===== config.mk =====
export PLATFORM = sky130hd
export DESIGN_NAME = ooo_core
export DESIGN_NICKNAME = d
export VERILOG_FILES = /design/src/hdl/ooo_types_pkg.sv /design/src/hdl/ooo_bus_pkg.sv /design/src/hdl/rename_if.sv /design/src/hdl/dispatch_stage.sv /design/src/hdl/ooo_core.sv /design/src/hdl/rename_unit.sv /design/src/hdl/reorder_buffer.sv /design/src/hdl/retire_stage.sv /design/src/hdl/ring_queue.sv
export VERILOG_INCLUDE_DIRS = /design/src
export SDC_FILE = /design/constraint.sdc
export NUM_CORES = 1
export LEC_CHECK = 0
export BUFFER_PORTS_ARGS = -buffer_cell sky130_fd_sc_hd__buf_2
export CAP_MARGIN = 0
export CORE_AREA = 2 2 157 236
export DETAILED_ROUTE_END_ITERATION = 6
export DIE_AREA = 0 0 159 238
export GPL_TIMING_DRIVEN = 0
export SLEW_MARGIN = 15
export SYNTH_ARGS = -nofsm -noshare
export SYNTH_HDL_FRONTEND = slang
export SYNTH_SLANG_ARGS = --single-unit

===== constraint.sdc =====
create_clock -name clock -period 3.8 [get_ports clock]
set_clock_uncertainty 0.1 [all_clocks]
set_input_delay 0.38 -clock clock [delete_from_list [all_inputs] [get_ports clock]]
set_output_delay 0.38 -clock clock [all_outputs]
set_load 0.01 [all_outputs]

===== src/ooo_macros.svh =====
// Core sizing macros

`ifndef OOO_MACROS_SVH
`define OOO_MACROS_SVH

// Architectural register file size
`define OOO_NUM_ARCH 8

// Physical tag pool covering arch regs and free list
`define OOO_NUM_PR 16

`define OOO_ROB_DEPTH 8 // Reorder buffer slots

`define OOO_RQ_DEPTH 4 // Retire queue toward the consumer

`endif


===== src/hdl/ooo_types_pkg.sv =====
// Core index types

`include "ooo_macros.svh"

package ooo_types_pkg;

  ////////////////////////////////////////////////////////////////////////////
  // Register and tag widths follow the sizing macros
  ////////////////////////////////////////////////////////////////////////////

  // Architectural register number
  typedef logic [$clog2(`OOO_NUM_ARCH)-1:0] arch_reg_t;

  // Physical tag
  typedef logic [$clog2(`OOO_NUM_PR)-1:0] phys_tag_t;

  typedef logic [$clog2(`OOO_ROB_DEPTH)-1:0] rob_idx_t; // ROB slot

endpackage


===== src/hdl/ooo_bus_pkg.sv =====
// Stage record types

package ooo_bus_pkg;

  import ooo_types_pkg::*;

  // Dispatched instruction
  typedef struct packed {
    arch_reg_t dest;
    arch_reg_t src1;
    arch_reg_t src2;
  } inst_t;

  // One reorder buffer slot
  typedef struct packed {
    arch_reg_t dest;
    phys_tag_t tag;     // Newly allocated tag
    phys_tag_t old_tag; // Previous mapping freed at retire
  } rob_entry_t;

  // Record leaving the ROB head
  typedef struct packed {
    arch_reg_t dest;
    phys_tag_t tag;
    phys_tag_t old_tag;
  } retire_rec_t;

  // Renamed instruction sent to the execution units
  typedef struct packed {
    rob_idx_t  rob_idx;
    phys_tag_t dest_tag;
    phys_tag_t src1_tag;
    phys_tag_t src2_tag;
  } issue_rec_t;

endpackage


===== src/hdl/rename_if.sv =====
// Stage handshake interfaces

`timescale 1ns/1ps

// One instruction per handshake from dispatch to rename
interface rename_if
  import ooo_bus_pkg::*;
();
  logic  valid;
  logic  ready;
  inst_t inst;

  modport src (output valid, output inst, input ready);
  modport dst (input valid, input inst, output ready);
endinterface

// ROB head to retire stage
interface retire_if
  import ooo_bus_pkg::*;
();
  logic        valid;
  logic        ready;
  retire_rec_t rec;

  modport src (output valid, output rec, input ready);
  modport dst (input valid, input rec, output ready);
endinterface


===== src/hdl/dispatch_stage.sv =====
// Dispatch skid stage

`timescale 1ns/1ps

module dispatch_stage
  import ooo_bus_pkg::*;
(
  input  logic  clock,
  input  logic  reset,
  input  logic  disp_valid,
  output logic  disp_ready,
  input  inst_t disp_inst,
  rename_if.src out
);
  logic  skid_full;
  inst_t skid_inst;
  logic  armed;     // Opens the stream one cycle after reset
  logic  take, give;

  // Rename ready depends only on registered state and closes
  // no loop back to the dispatch stream
  assign disp_ready = armed && (!skid_full || out.ready);
  assign take       = disp_valid && disp_ready;
  assign give       = skid_full && out.ready;

  assign out.valid = skid_full;
  assign out.inst  = skid_inst;

  always_ff @(posedge clock) begin
    if (reset) begin
      armed     <= 1'b0;
      skid_full <= 1'b0;
    end else begin
      armed <= 1'b1;
      if (take)      skid_full <= 1'b1; // Refill even while passing on
      else if (give) skid_full <= 1'b0;
    end
  end

  // Skid payload
  always_ff @(posedge clock) begin
    if (take) skid_inst <= disp_inst;
  end
endmodule


===== src/hdl/ooo_core.sv =====
// Out-of-order core top

`timescale 1ns/1ps

module ooo_core
  import ooo_types_pkg::*;
  import ooo_bus_pkg::*;
(
  input  logic        clock,
  input  logic        reset,
  // Dispatch stream
  input  logic        disp_valid,
  output logic        disp_ready,
  input  arch_reg_t   disp_dest,
  input  arch_reg_t   disp_src1,
  input  arch_reg_t   disp_src2,
  // Issue pulse
  output logic        iss_valid,
  output rob_idx_t    iss_rob_idx,
  output phys_tag_t   iss_dest_tag,
  output phys_tag_t   iss_src1_tag,
  output phys_tag_t   iss_src2_tag,
  // Completion pulse
  input  logic        cmp_valid,
  input  rob_idx_t    cmp_rob_idx,
  // Retire stream
  output logic        ret_valid,
  input  logic        ret_ready,
  output arch_reg_t   ret_arch,
  output phys_tag_t   ret_tag,
  output phys_tag_t   ret_old_tag,
  output logic [15:0] retired_count
);
  inst_t       disp_inst;
  issue_rec_t  iss_rec;
  retire_rec_t ret_rec;
  logic        alloc_valid, rob_full, free_valid;
  rob_entry_t  alloc_entry;
  rob_idx_t    tail_idx;
  phys_tag_t   free_tag;

  rename_if u_rename_if ();
  retire_if u_retire_if ();

  assign disp_inst    = '{dest: disp_dest, src1: disp_src1, src2: disp_src2};
  assign iss_rob_idx  = iss_rec.rob_idx;
  assign iss_dest_tag = iss_rec.dest_tag;
  assign iss_src1_tag = iss_rec.src1_tag;
  assign iss_src2_tag = iss_rec.src2_tag;
  assign ret_arch     = ret_rec.dest;
  assign ret_tag      = ret_rec.tag;
  assign ret_old_tag  = ret_rec.old_tag;

  dispatch_stage u_dispatch_stage (
    .clock(clock), .reset(reset), .disp_valid(disp_valid), .disp_ready(disp_ready),
    .disp_inst(disp_inst), .out(u_rename_if.src)
  );

  rename_unit u_rename_unit (
    .clock(clock), .reset(reset), .in(u_rename_if.dst), .rob_full(rob_full),
    .tail_idx(tail_idx), .alloc_valid(alloc_valid), .alloc_entry(alloc_entry),
    .free_valid(free_valid), .free_tag(free_tag), .iss_valid(iss_valid), .iss_rec(iss_rec)
  );

  reorder_buffer u_reorder_buffer (
    .clock(clock), .reset(reset), .alloc_valid(alloc_valid), .alloc_entry(alloc_entry),
    .cmp_valid(cmp_valid), .cmp_idx(cmp_rob_idx), .rob_full(rob_full),
    .tail_idx(tail_idx), .ret(u_retire_if.src)
  );

  retire_stage u_retire_stage (
    .clock(clock), .reset(reset), .in(u_retire_if.dst), .free_valid(free_valid),
    .free_tag(free_tag), .ret_valid(ret_valid), .ret_ready(ret_ready),
    .ret_rec(ret_rec), .retired_count(retired_count)
  );
endmodule


===== src/hdl/rename_unit.sv =====
// Register rename unit

`timescale 1ns/1ps

`include "ooo_macros.svh"

module rename_unit
  import ooo_types_pkg::*;
  import ooo_bus_pkg::*;
(
  input  logic       clock,
  input  logic       reset,
  rename_if.dst      in,
  input  logic       rob_full,
  input  rob_idx_t   tail_idx,
  output logic       alloc_valid,
  output rob_entry_t alloc_entry,
  input  logic       free_valid,
  input  phys_tag_t  free_tag,
  output logic       iss_valid,
  output issue_rec_t iss_rec
);
  localparam int FL_DEPTH = `OOO_NUM_PR - `OOO_NUM_ARCH;

  phys_tag_t                   map_q [`OOO_NUM_ARCH];
  logic [$clog2(FL_DEPTH):0]   fill_cnt;
  logic                        fill_busy;
  logic                        fl_push, fl_empty;
  phys_tag_t                   fl_push_tag, fl_head;
  logic                        take;

  ////////////////////////////////////////////////////////////////////////////
  // Free list loaded with the spare tags right after reset
  ////////////////////////////////////////////////////////////////////////////

  assign fill_busy   = (fill_cnt < FL_DEPTH);
  assign fl_push     = fill_busy || free_valid;
  assign fl_push_tag = fill_busy ? phys_tag_t'(`OOO_NUM_ARCH + fill_cnt) : free_tag;

  ring_queue #(
    .payload_t (phys_tag_t),
    .DEPTH     (FL_DEPTH)
  ) u_free_list (
    .clock     (clock),
    .reset     (reset),
    .push      (fl_push),
    .push_data (fl_push_tag),
    .pop       (take),
    .pop_data  (fl_head),
    .empty     (fl_empty),
    .full      ()
  );

  assign in.ready = !fill_busy && !fl_empty && !rob_full;
  assign take     = in.valid && in.ready;

  // ROB allocation in the same cycle as the rename
  assign alloc_valid         = take;
  assign alloc_entry.dest    = in.inst.dest;
  assign alloc_entry.tag     = fl_head;
  assign alloc_entry.old_tag = map_q[in.inst.dest];

  ////////////////////////////////////////////////////////////////////////////
  // Map table and issue register
  ////////////////////////////////////////////////////////////////////////////

  always_ff @(posedge clock) begin
    if (reset) begin
      fill_cnt  <= '0;
      iss_valid <= 1'b0;
      for (int r = 0; r < `OOO_NUM_ARCH; r++) begin
        map_q[r] <= phys_tag_t'(r); // Identity mapping
      end
    end else begin
      if (fill_busy) fill_cnt <= fill_cnt + 1'b1;
      iss_valid <= take;
      if (take) map_q[in.inst.dest] <= fl_head;
    end
  end

  // Sources read the map before this instruction's own update
  always_ff @(posedge clock) begin
    if (take) begin
      iss_rec.rob_idx  <= tail_idx;
      iss_rec.dest_tag <= fl_head;
      iss_rec.src1_tag <= map_q[in.inst.src1];
      iss_rec.src2_tag <= map_q[in.inst.src2];
    end
  end
endmodule


===== src/hdl/reorder_buffer.sv =====
// Reorder buffer

`timescale 1ns/1ps

`include "ooo_macros.svh"

module reorder_buffer
  import ooo_types_pkg::*;
  import ooo_bus_pkg::*;
(
  input  logic       clock,
  input  logic       reset,
  input  logic       alloc_valid,
  input  rob_entry_t alloc_entry,
  input  logic       cmp_valid,
  input  rob_idx_t   cmp_idx,
  output logic       rob_full,
  output rob_idx_t   tail_idx,
  retire_if.src      ret
);
  localparam int CW = $clog2(`OOO_ROB_DEPTH) + 1;

  rob_entry_t                entries [`OOO_ROB_DEPTH];
  logic [`OOO_ROB_DEPTH-1:0] busy;
  logic [`OOO_ROB_DEPTH-1:0] done;
  rob_idx_t                  head, tail;
  logic [CW-1:0]             count;
  logic                      retire;

  assign rob_full = (count == CW'(`OOO_ROB_DEPTH));
  assign tail_idx = tail;

  ////////////////////////////////////////////////////////////////////////////
  // Head retirement in strict program order
  ////////////////////////////////////////////////////////////////////////////

  assign ret.valid = busy[head] && done[head];
  assign retire    = ret.valid && ret.ready;

  always_comb begin
    ret.rec.dest    = entries[head].dest;
    ret.rec.tag     = entries[head].tag;
    ret.rec.old_tag = entries[head].old_tag;
  end

  // Slot payload
  always_ff @(posedge clock) begin
    if (alloc_valid) entries[tail] <= alloc_entry;
  end

  always_ff @(posedge clock) begin
    if (reset) begin
      busy  <= '0;
      done  <= '0;
      head  <= '0;
      tail  <= '0;
      count <= '0;
    end else begin
      if (alloc_valid) begin
        busy[tail] <= 1'b1;
        done[tail] <= 1'b0;
        tail       <= tail + 1'b1; // Eight slots wrap on their own
      end

      // Completions arrive in any order
      if (cmp_valid) done[cmp_idx] <= 1'b1;

      if (retire) begin
        busy[head] <= 1'b0;
        head       <= head + 1'b1;
      end

      case ({alloc_valid, retire})
        2'b10:   count <= count + 1'b1;
        2'b01:   count <= count - 1'b1;
        default: count <= count;
      endcase
    end
  end
endmodule


===== src/hdl/retire_stage.sv =====
// Retire stage

`timescale 1ns/1ps

`include "ooo_macros.svh"

module retire_stage
  import ooo_types_pkg::*;
  import ooo_bus_pkg::*;
(
  input  logic        clock,
  input  logic        reset,
  retire_if.dst       in,
  output logic        free_valid,
  output phys_tag_t   free_tag,
  output logic        ret_valid,
  input  logic        ret_ready,
  output retire_rec_t ret_rec,
  output logic [15:0] retired_count
);
  logic q_empty, q_full;
  logic push, pop;

  assign in.ready = !q_full;
  assign push     = in.valid && in.ready;

  // Old tag goes back to the free list as the record enters the queue
  assign free_valid = push;
  assign free_tag   = in.rec.old_tag;

  assign ret_valid = !q_empty;
  assign pop       = ret_valid && ret_ready;

  ring_queue #(
    .payload_t (retire_rec_t),
    .DEPTH     (`OOO_RQ_DEPTH)
  ) u_retire_queue (
    .clock     (clock),
    .reset     (reset),
    .push      (push),
    .push_data (in.rec),
    .pop       (pop),
    .pop_data  (ret_rec),
    .empty     (q_empty),
    .full      (q_full)
  );

  always_ff @(posedge clock) begin
    if (reset)     retired_count <= '0;
    else if (push) retired_count <= retired_count + 1'b1;
  end
endmodule


===== src/hdl/ring_queue.sv =====
// Circular FIFO

`timescale 1ns/1ps

module ring_queue #(
  parameter type payload_t = logic [7:0],
  parameter int  DEPTH     = 4
) (
  input  logic     clock,
  input  logic     reset,
  input  logic     push,
  input  payload_t push_data,
  input  logic     pop,
  output payload_t pop_data,
  output logic     empty,
  output logic     full
);
  localparam int AW = (DEPTH > 1) ? $clog2(DEPTH) : 1;

  payload_t      mem [DEPTH];
  logic [AW-1:0] head, tail;
  logic [AW:0]   count;
  logic          do_push, do_pop;

  // Advance a pointer with wrap at DEPTH
  function automatic logic [AW-1:0] bump(input logic [AW-1:0] p);
    return (p == AW'(DEPTH - 1)) ? '0 : p + 1'b1;
  endfunction

  assign empty    = (count == '0);
  assign full     = (count == (AW+1)'(DEPTH));
  assign do_push  = push && !full;
  assign do_pop   = pop && !empty;
  assign pop_data = mem[head]; // First word falls through

  always_ff @(posedge clock) begin
    if (do_push) mem[tail] <= push_data;
  end

  always_ff @(posedge clock) begin
    if (reset) begin
      head  <= '0;
      tail  <= '0;
      count <= '0;
    end else begin
      if (do_push) tail <= bump(tail);
      if (do_pop)  head <= bump(head);
      case ({do_push, do_pop})
        2'b10:   count <= count + 1'b1;
        2'b01:   count <= count - 1'b1;
        default: count <= count; // Both or neither
      endcase
    end
  end
endmodule


==> impl_metrics.py, run 1 <==
metrics = {
    "sta": {
        "setup_ws_ps": 290,
        "slew_violations": 0,
        "period_minus_slack_ps": 3510,
        "worst_pin_slew_ps": 1190,
        "finalSetupViolCount": 0,
        "rsz0062_at_grt": "no",
        "slew-limit-headroom": 0.183,
        "fmax_ghz": 0.285,
        "finalCritPeriodShare": 0.924,
        "hold_violations": 0,
    },
    "cells_and_area": {
        "regArea_sq_mm": 0.00815,
        "layout-drive-gt1-share": 0.241,
        "most-common-layout-cells": "220 x edfxtp_1, 77 x dfxtp_1, 76 x nor2_1",
        "mostFrequentLayoutCell": "edfxtp_1",
        "multi_input_area_sq_mm": 0.00403,
        "stdcell_count": 1414,
        "diodes": 0,
        "fillers": 3348,
        "fin_nets": 954,
        "fin_area_sq_mm": 0.0144,
        "synthToLayoutAreaGrowth_pct": 16.0,
    },
    "job": {
        "cap_viol_max_count": 0,
    },
    "routing": {
        "first_pass_iters": 5,
        "ant_nets": 0,
        "dr_wl_met2_mm": 14.7,
        "via_per_inst": 4.93,
        "route.met3.wl_um": 682,
        "drt_iter0_drc": 420,
        "drt-met1-wl_mm": 9.69,
        "drcViolationCount": 0,
        "route.detailed.wl_per_inst_um": 18.3,
        "drt_wl_total_mm": 25.9,
        "dr_total_vias": 6966,
        "routed.top_layer": "met4",
    },
    "worst_setup_path": {
        "crit_family": "multiplexers",
        "end_kind": "flip-flop",
        "worstSetupPathType": "flip-flop to flip-flop",
        "critPathMaxFanout": 10,
        "cp.buffers_inverters": 2,
        "cp.arrival_ps": 3880,
        "crit_chain": "buf_2 -> mux4_2 -> mux2i_1 -> nor3_4 -> clkbuf_1 -> ha_1 -> ha_1 -> a21o_1 -> a21oi_1 -> xnor2_1 -> or3_1 -> a21oi_1",
        "critPathLaunchType": "flip-flop",
        "slowest_stage": "mux4_2",
        "critPathMaxStageDelay_ps": 570,
        "cp.required_ps": 4170,
    },
    "yosys": {
        "netlist_instances": 812,
        "syn_nets": 851,
        "postSynthRegisterBits": 297,
        "synth_edf_count": 220,
        "syn-cell-area_sq_mm": 0.0124,
        "synthArstFlopShare": 0,
        "ys.flop_type": "edfxtp_1",
        "yosysWarnings": 0,
        "seq_area_frac_synth": 0.656,
        "avgSynthCellArea_sq_um": 15.3,
        "yosys.cell_types.count": 48,
    },
    "floorplanning": {
        "num_rows": 85,
        "dieHeight_um": 238,
        "core_sq_mm": 0.0357,
        "die_width_um": 159,
        "num_io_pins": 62,
        "initial_core_util": 0.348,
        "die-area_sq_mm": 0.0378,
    },
    "hold_path": {
        "min_path_type": "primary input to flip-flop",
    },
    "clock_network": {
        "cts_sinks": 297,
        "cts_inserted_buffers": 27,
        "clk_pin_slew_ps": 70,
        "clk_latency_ps": 540,
        "cts_tree": "yes",
        "clockRootBuffer": "clkbuf_16",
        "clockBufferDepth": 3,
        "h-tree-depth": 1,
    },
    "placed_design": {
        "place_inst": 1353,
        "gp_congestion": 0.771,
        "pre_cts_ws_ps": 185,
        "io_buffer_count": 61,
        "hpwl_mm": 18.6,
        "place_area_sq_mm": 0.0134,
    },
    "pwr": {
        "p_per_area_mw_per_mm2": 468,
        "p_leak_nw": 4.78,
        "ir_worst_vdd_uv": 267,
    },
    "outcome": {
        "status": "finished clean",
    },
    "global_routing": {
        "antenna_found_initial": 0,
        "track_usage": 0.138,
        "grt_max_degree": 17,
        "grt-ovfl-total": 0,
        "grt_pass1_wl_mm": 40.7,
        "grt_pass1_vias": 7338,
    },
}
==> tightest hold or removal path, delay by kind of cell <==
kind | cells | cell delay (ps)
AO/OA/AOI/OAI | 1 | 50
buffers and inverters | 1 | 130
AND/OR/NAND/NOR | 1 | 70
==> path summary, 6_finish.rpt <==
| path | startpoint | endpoint | slack (ps) | depth (start not counted) |
|---|---|---|---|---|
| worst max-delay path | u_reorder_buffer.head[1] | u_reorder_buffer.count[3] | 290 | 12 |
| worst max register to register | u_reorder_buffer.head[1] | u_reorder_buffer.count[3] | 290 | 12 |
| worst min register to register | u_rename_unit.u_free_list.head[2] | u_rename_unit.u_free_list.head[2] | 380 | 2 |
| worst min-delay path | cmp_rob_idx[0] | u_reorder_buffer.done[7] | 40 | 3 |
==> cells by family (layout without fill, tap and decap cells) <==
group	count (synthesis)	in the layout	share of synthesized area
mux	115	115	0.165
xor+xnor	20	20	0.0141
flops	297	297	0.656
fa+ha+maj	22	22	0.0234
simple gates	231	231	0.0907
buf+inv	63	187	0.0203
compound gates	64	64	0.0301
==> state kept, by name (all words and copies together), names as in the netlist, 3 cells and up, named ones only <==
name	flops
u_reorder_buffer.entries	88
u_retire_stage.u_retire_queue.mem	44
u_rename_unit.map_q	32
u_rename_unit.u_free_list.mem	32
u_retire_stage.retired_count	16
u_rename_unit.iss_rec	15
u_dispatch_stage.out.inst	9
u_reorder_buffer.busy	8
u_reorder_buffer.done	8
u_rename_unit.fill_cnt	4
u_rename_unit.u_free_list.count	4
u_reorder_buffer.count	4
u_rename_unit.u_free_list.head	3
u_rename_unit.u_free_list.tail	3
u_reorder_buffer.head	3
u_reorder_buffer.tail_idx	3
u_retire_stage.u_retire_queue.count	3
==> routing by layer <==
layer | global-route usage | up-vias
li1 | - | 3299
met1 | 0.146 | 3518
met2 | 0.273 | 100
met3 | 0.0160 | 49
met4 | 0.0559 | 0
met5 | 0 | -
==> metrics by stage <==
step / power [W] / hold WS [ps] / TNS [ps] / utilization
after floorplan: 0.00380 / 354 / 0 / -
after global placement: 0.00389 / 366 / -1780 / 0.373
after detailed placement: 0.00389 / 373 / 0 / 0.374
after CTS: 0.00681 / 15.9 / 0 / 0.403
after global routing: 0.00696 / 35.0 / 0 / 0.403
final: 0.00674 / 39.2 / 0 / 0.403
==> timing repair <==
item                       4_1_cts  5_1_grt
setup buffers                    0        2
hold buffers                     9        0
resized for setup                0        0
setup endpoints to repair        0        2
hold endpoints to repair        12        0
==> layout make-up <==
cell class	instances	area share
Buffer	34	0.00981
Clock buffer	29	0.0474
Clock inverter	21	0.0186
Inverter	29	0.00773
Multi-Input combinational cell	452	0.280
Sequential cell	297	0.566
Tap cell	478	0.0415
Timing Repair Buffer	74	0.0295
==> where the power goes <==
part / internal (W) / total [W] / switching, W
logic: 0.0000959 / 0.000253 / 0.000157
clock network: 0.00172 / 0.00292 / 0.00120
registers: 0.00354 / 0.00357 / 0.0000353
==> synth_stat cells (12+ instances only) <==
master,instances,area (sq um)
edfxtp_1,220,6610
dfxtp_1,77,1540
nor2_1,76,285
mux4_2,69,1550
nand2_1,53,199
a21oi_1,34,170
mux2_2,33,372
inv_1,27,101
clkbuf_1,23,86.3
nand3_1,21,105
ha_1,20,250
o21ai_0,15,75.1
or3_1,15,93.8
mux2i_1,13,130
xor2_1,12,105
Note: power is estimated with default switching activity, not from simulation.
==> run 2: changes to the inputs <==
--- a/config.mk
+++ b/config.mk
@@ -6,12 +6,14 @@
 export SDC_FILE = /design/constraint.sdc
 export NUM_CORES = 1
 export LEC_CHECK = 0
-export BUFFER_PORTS_ARGS = -buffer_cell sky130_fd_sc_hd__buf_2
+export BUFFER_PORTS_ARGS = -buffer_cell sky130_fd_sc_hd__buf_4
 export CAP_MARGIN = 0
 export CORE_AREA = 2 2 157 236
 export DETAILED_ROUTE_END_ITERATION = 6
 export DIE_AREA = 0 0 159 238
 export GPL_TIMING_DRIVEN = 0
+export PLACE_DENSITY = 0.57
+export RECOVER_POWER = 50
 export SLEW_MARGIN = 15
 export SYNTH_ARGS = -nofsm -noshare
 export SYNTH_HDL_FRONTEND = slang
==> run 2 against run 1 <==
Against the previous run:
- sequential share of layout area up 0.23 points
- first-iteration DRC count decreased by 11%
- sequential cell count did not move
- core utilization is 0.16 points lower
- setup slack got worse by 19 ps
- sequential power barely moved
- global-route usage grew 0.20 points
- critical path type unchanged
- largest cell class unchanged
==> impl_metrics.py, run 2 (synthesized netlist as in run 1, its figures left out) <==
metrics = {
    "clock_network": {
        "cts_tree": "yes",
        "clk_pin_slew_ps": 70,
        "cts_inserted_buffers": 28,
        "cts_sinks": 297,
        "clk_latency_ps": 550,
        "h-tree-depth": 1,
        "clockBufferDepth": 3,
        "clockRootBuffer": "clkbuf_16",
    },
    "floorplanning": {
        "dieHeight_um": 238,
        "die-area_sq_mm": 0.0378,
        "core_sq_mm": 0.0357,
        "num_io_pins": 62,
        "initial_core_util": 0.348,
        "num_rows": 85,
        "die_width_um": 159,
    },
    "cells_and_area": {
        "largest_reg_flops": 88,
        "synthToLayoutAreaGrowth_pct": 15.5,
        "layout-drive-gt1-share": 0.181,
        "regMostFlops": "u_reorder_buffer.entries",
        "final_util": 0.402,
        "most-common-layout-cells": "220 x edfxtp_1, 77 x dfxtp_1, 76 x nor2_1",
        "mostFrequentLayoutCell": "edfxtp_1",
        "largest_registers": "u_reorder_buffer.entries (88), u_retire_stage.u_retire_queue.mem (44)",
        "fin_nets": 955,
        "stdcell_count": 1416,
        "fin_area_sq_mm": 0.0144,
        "diodes": 0,
        "fillers": 3397,
    },
    "routing": {
        "first_pass_iters": 4,
        "drt_iter0_drc": 374,
        "ant_nets": 0,
        "drcViolationCount": 0,
        "via_per_inst": 4.90,
        "route.detailed.wl_per_inst_um": 18.6,
        "drt_wl_total_mm": 26.3,
        "dr_total_vias": 6935,
    },
    "sta": {
        "fmax_ghz": 0.283,
        "finalCritPeriodShare": 0.929,
        "whs_ps": 32.6,
        "finalSetupViolCount": 0,
        "worst_pin_slew_ps": 1170,
        "period_minus_slack_ps": 3530,
        "setup_tns_ps": 0,
        "rsz0062_at_grt": "no",
        "slew-limit-headroom": 0.211,
        "hold_violations": 0,
        "slew_violations": 0,
    },
    "outcome": {
        "status": "finished clean",
    },
    "global_routing": {
        "grt_max_degree": 17,
        "track_usage": 0.140,
        "grt_pass1_vias": 7400,
        "grt-ovfl-total": 0,
        "grt_pass1_wl_mm": 41.3,
        "antenna_found_initial": 0,
    },
    "worst_setup_path": {
        "end_kind": "flip-flop",
        "worstSetupPathType": "flip-flop to flip-flop",
        "critPathLaunchType": "flip-flop",
        "crit_path_start": "u_reorder_buffer.head[1]",
        "cp.arrival_ps": 3900,
        "critPathMaxFanout": 10,
        "r2r_start": "u_reorder_buffer.head[1]",
        "cp.required_ps": 4170,
    },
    "pwr": {
        "sequentialPowerShare": 0.541,
        "p_leak_nw": 4.63,
        "p_sw_w": 0.00138,
        "swShare": 0.209,
        "p_int_w": 0.00523,
        "clock_power_share": 0.420,
        "p_per_area_mw_per_mm2": 461,
        "ir_worst_vdd_uv": 243,
        "comb_power_share": 0.039,
    },
    "placed_design": {
        "place_inst": 1353,
        "io_buffer_count": 61,
        "place_area_sq_mm": 0.0135,
        "hpwl_mm": 18.9,
        "gp_congestion": 0.765,
    },
    "job": {
        "cap_viol_max_count": 0,
    },
    "hold_path": {
        "min_path_type": "primary input to flip-flop",
        "worstHoldStart": "cmp_rob_idx[1]",
    },
}
==> run 2: cell count changes in the layout (fill, tap and decap cells not counted), sizes merged <==
cell      previous run  this run
clkbuf              52       108
buf                 76        26
bufinv               6         3
clkinv              10        13
inv                 32        29
clkinvlp             2         1
==> run 2: metrics by stage <==
step,setup WS [ps],total power (W)
3_5_place_dp,107,0.00390
4_1_cts,95.1,0.00668
6_report,271,0.00661
2_1_floorplan,588,0.00380
5_1_grt,43.4,0.00683
3_3_place_gp,-90.3,0.00389
==> run 2: power groups by stage <==
stage | combinational, W | clock [W] | sequential [W]
2_1_floorplan | 0.000167 | 0 | 0.00363
3_3_place_gp | 0.000253 | 0 | 0.00364
3_5_place_dp | 0.000259 | 0 | 0.00365
4_1_cts | 0.000268 | 0.00284 | 0.00357
5_1_grt | 0.000286 | 0.00297 | 0.00358
6_report | 0.000257 | 0.00278 | 0.00357
==> run 2: per-layer routing <==
metal,up-vias,track usage,share of wire
met4,0,0.0463,0.023
met3,39,0.0165,0.033
met5,-,0,0
li1,3304,-,-
met1,3493,0.148,0.37
met2,99,0.282,0.57
==> run 2: worst paths after layout <==
check | end | slack, ps | cells past startpoint
min | u_reorder_buffer.done[6] | 30 | 3
max | u_reorder_buffer.count[3] | 270 | 13
min reg2reg | flip-flop | 370 | 2
max reg2reg | u_reorder_buffer.count[3] | 270 | 13
==> run 2: repair_timing <==
action	4_1_cts	5_1_grt
endpoints found under the hold margin	12	0
setup buffers	0	2
hold buffers	9	0
resized for setup	0	3
endpoints found under the setup margin	0	2
==> run 2: layout make-up <==
cell class	instances	area [sq um]	share of cell area
Sequential cell	297	8150	0.568
Clock inverter	17	153	0.0106
Clock buffer	35	748	0.0521
Timing Repair Buffer	74	428	0.0298
Inverter	29	111	0.00776
Multi-Input combinational cell	452	4030	0.281
Tap cell	478	598	0.0417
Buffer	34	138	0.00959
==> run 2: worst max-delay path, stage by stage (launching register included) <==
cell	delay (ps)
dfxtp_1	340
buf_2	250
mux4_2	570
mux2i_2	320
nor3_4	90
clkbuf_1	150
clkbuf_2	220
ha_1	270
ha_1	280
a21o_1	170
a21oi_1	160
xnor2_1	90
or3_1	310
a21oi_1	140
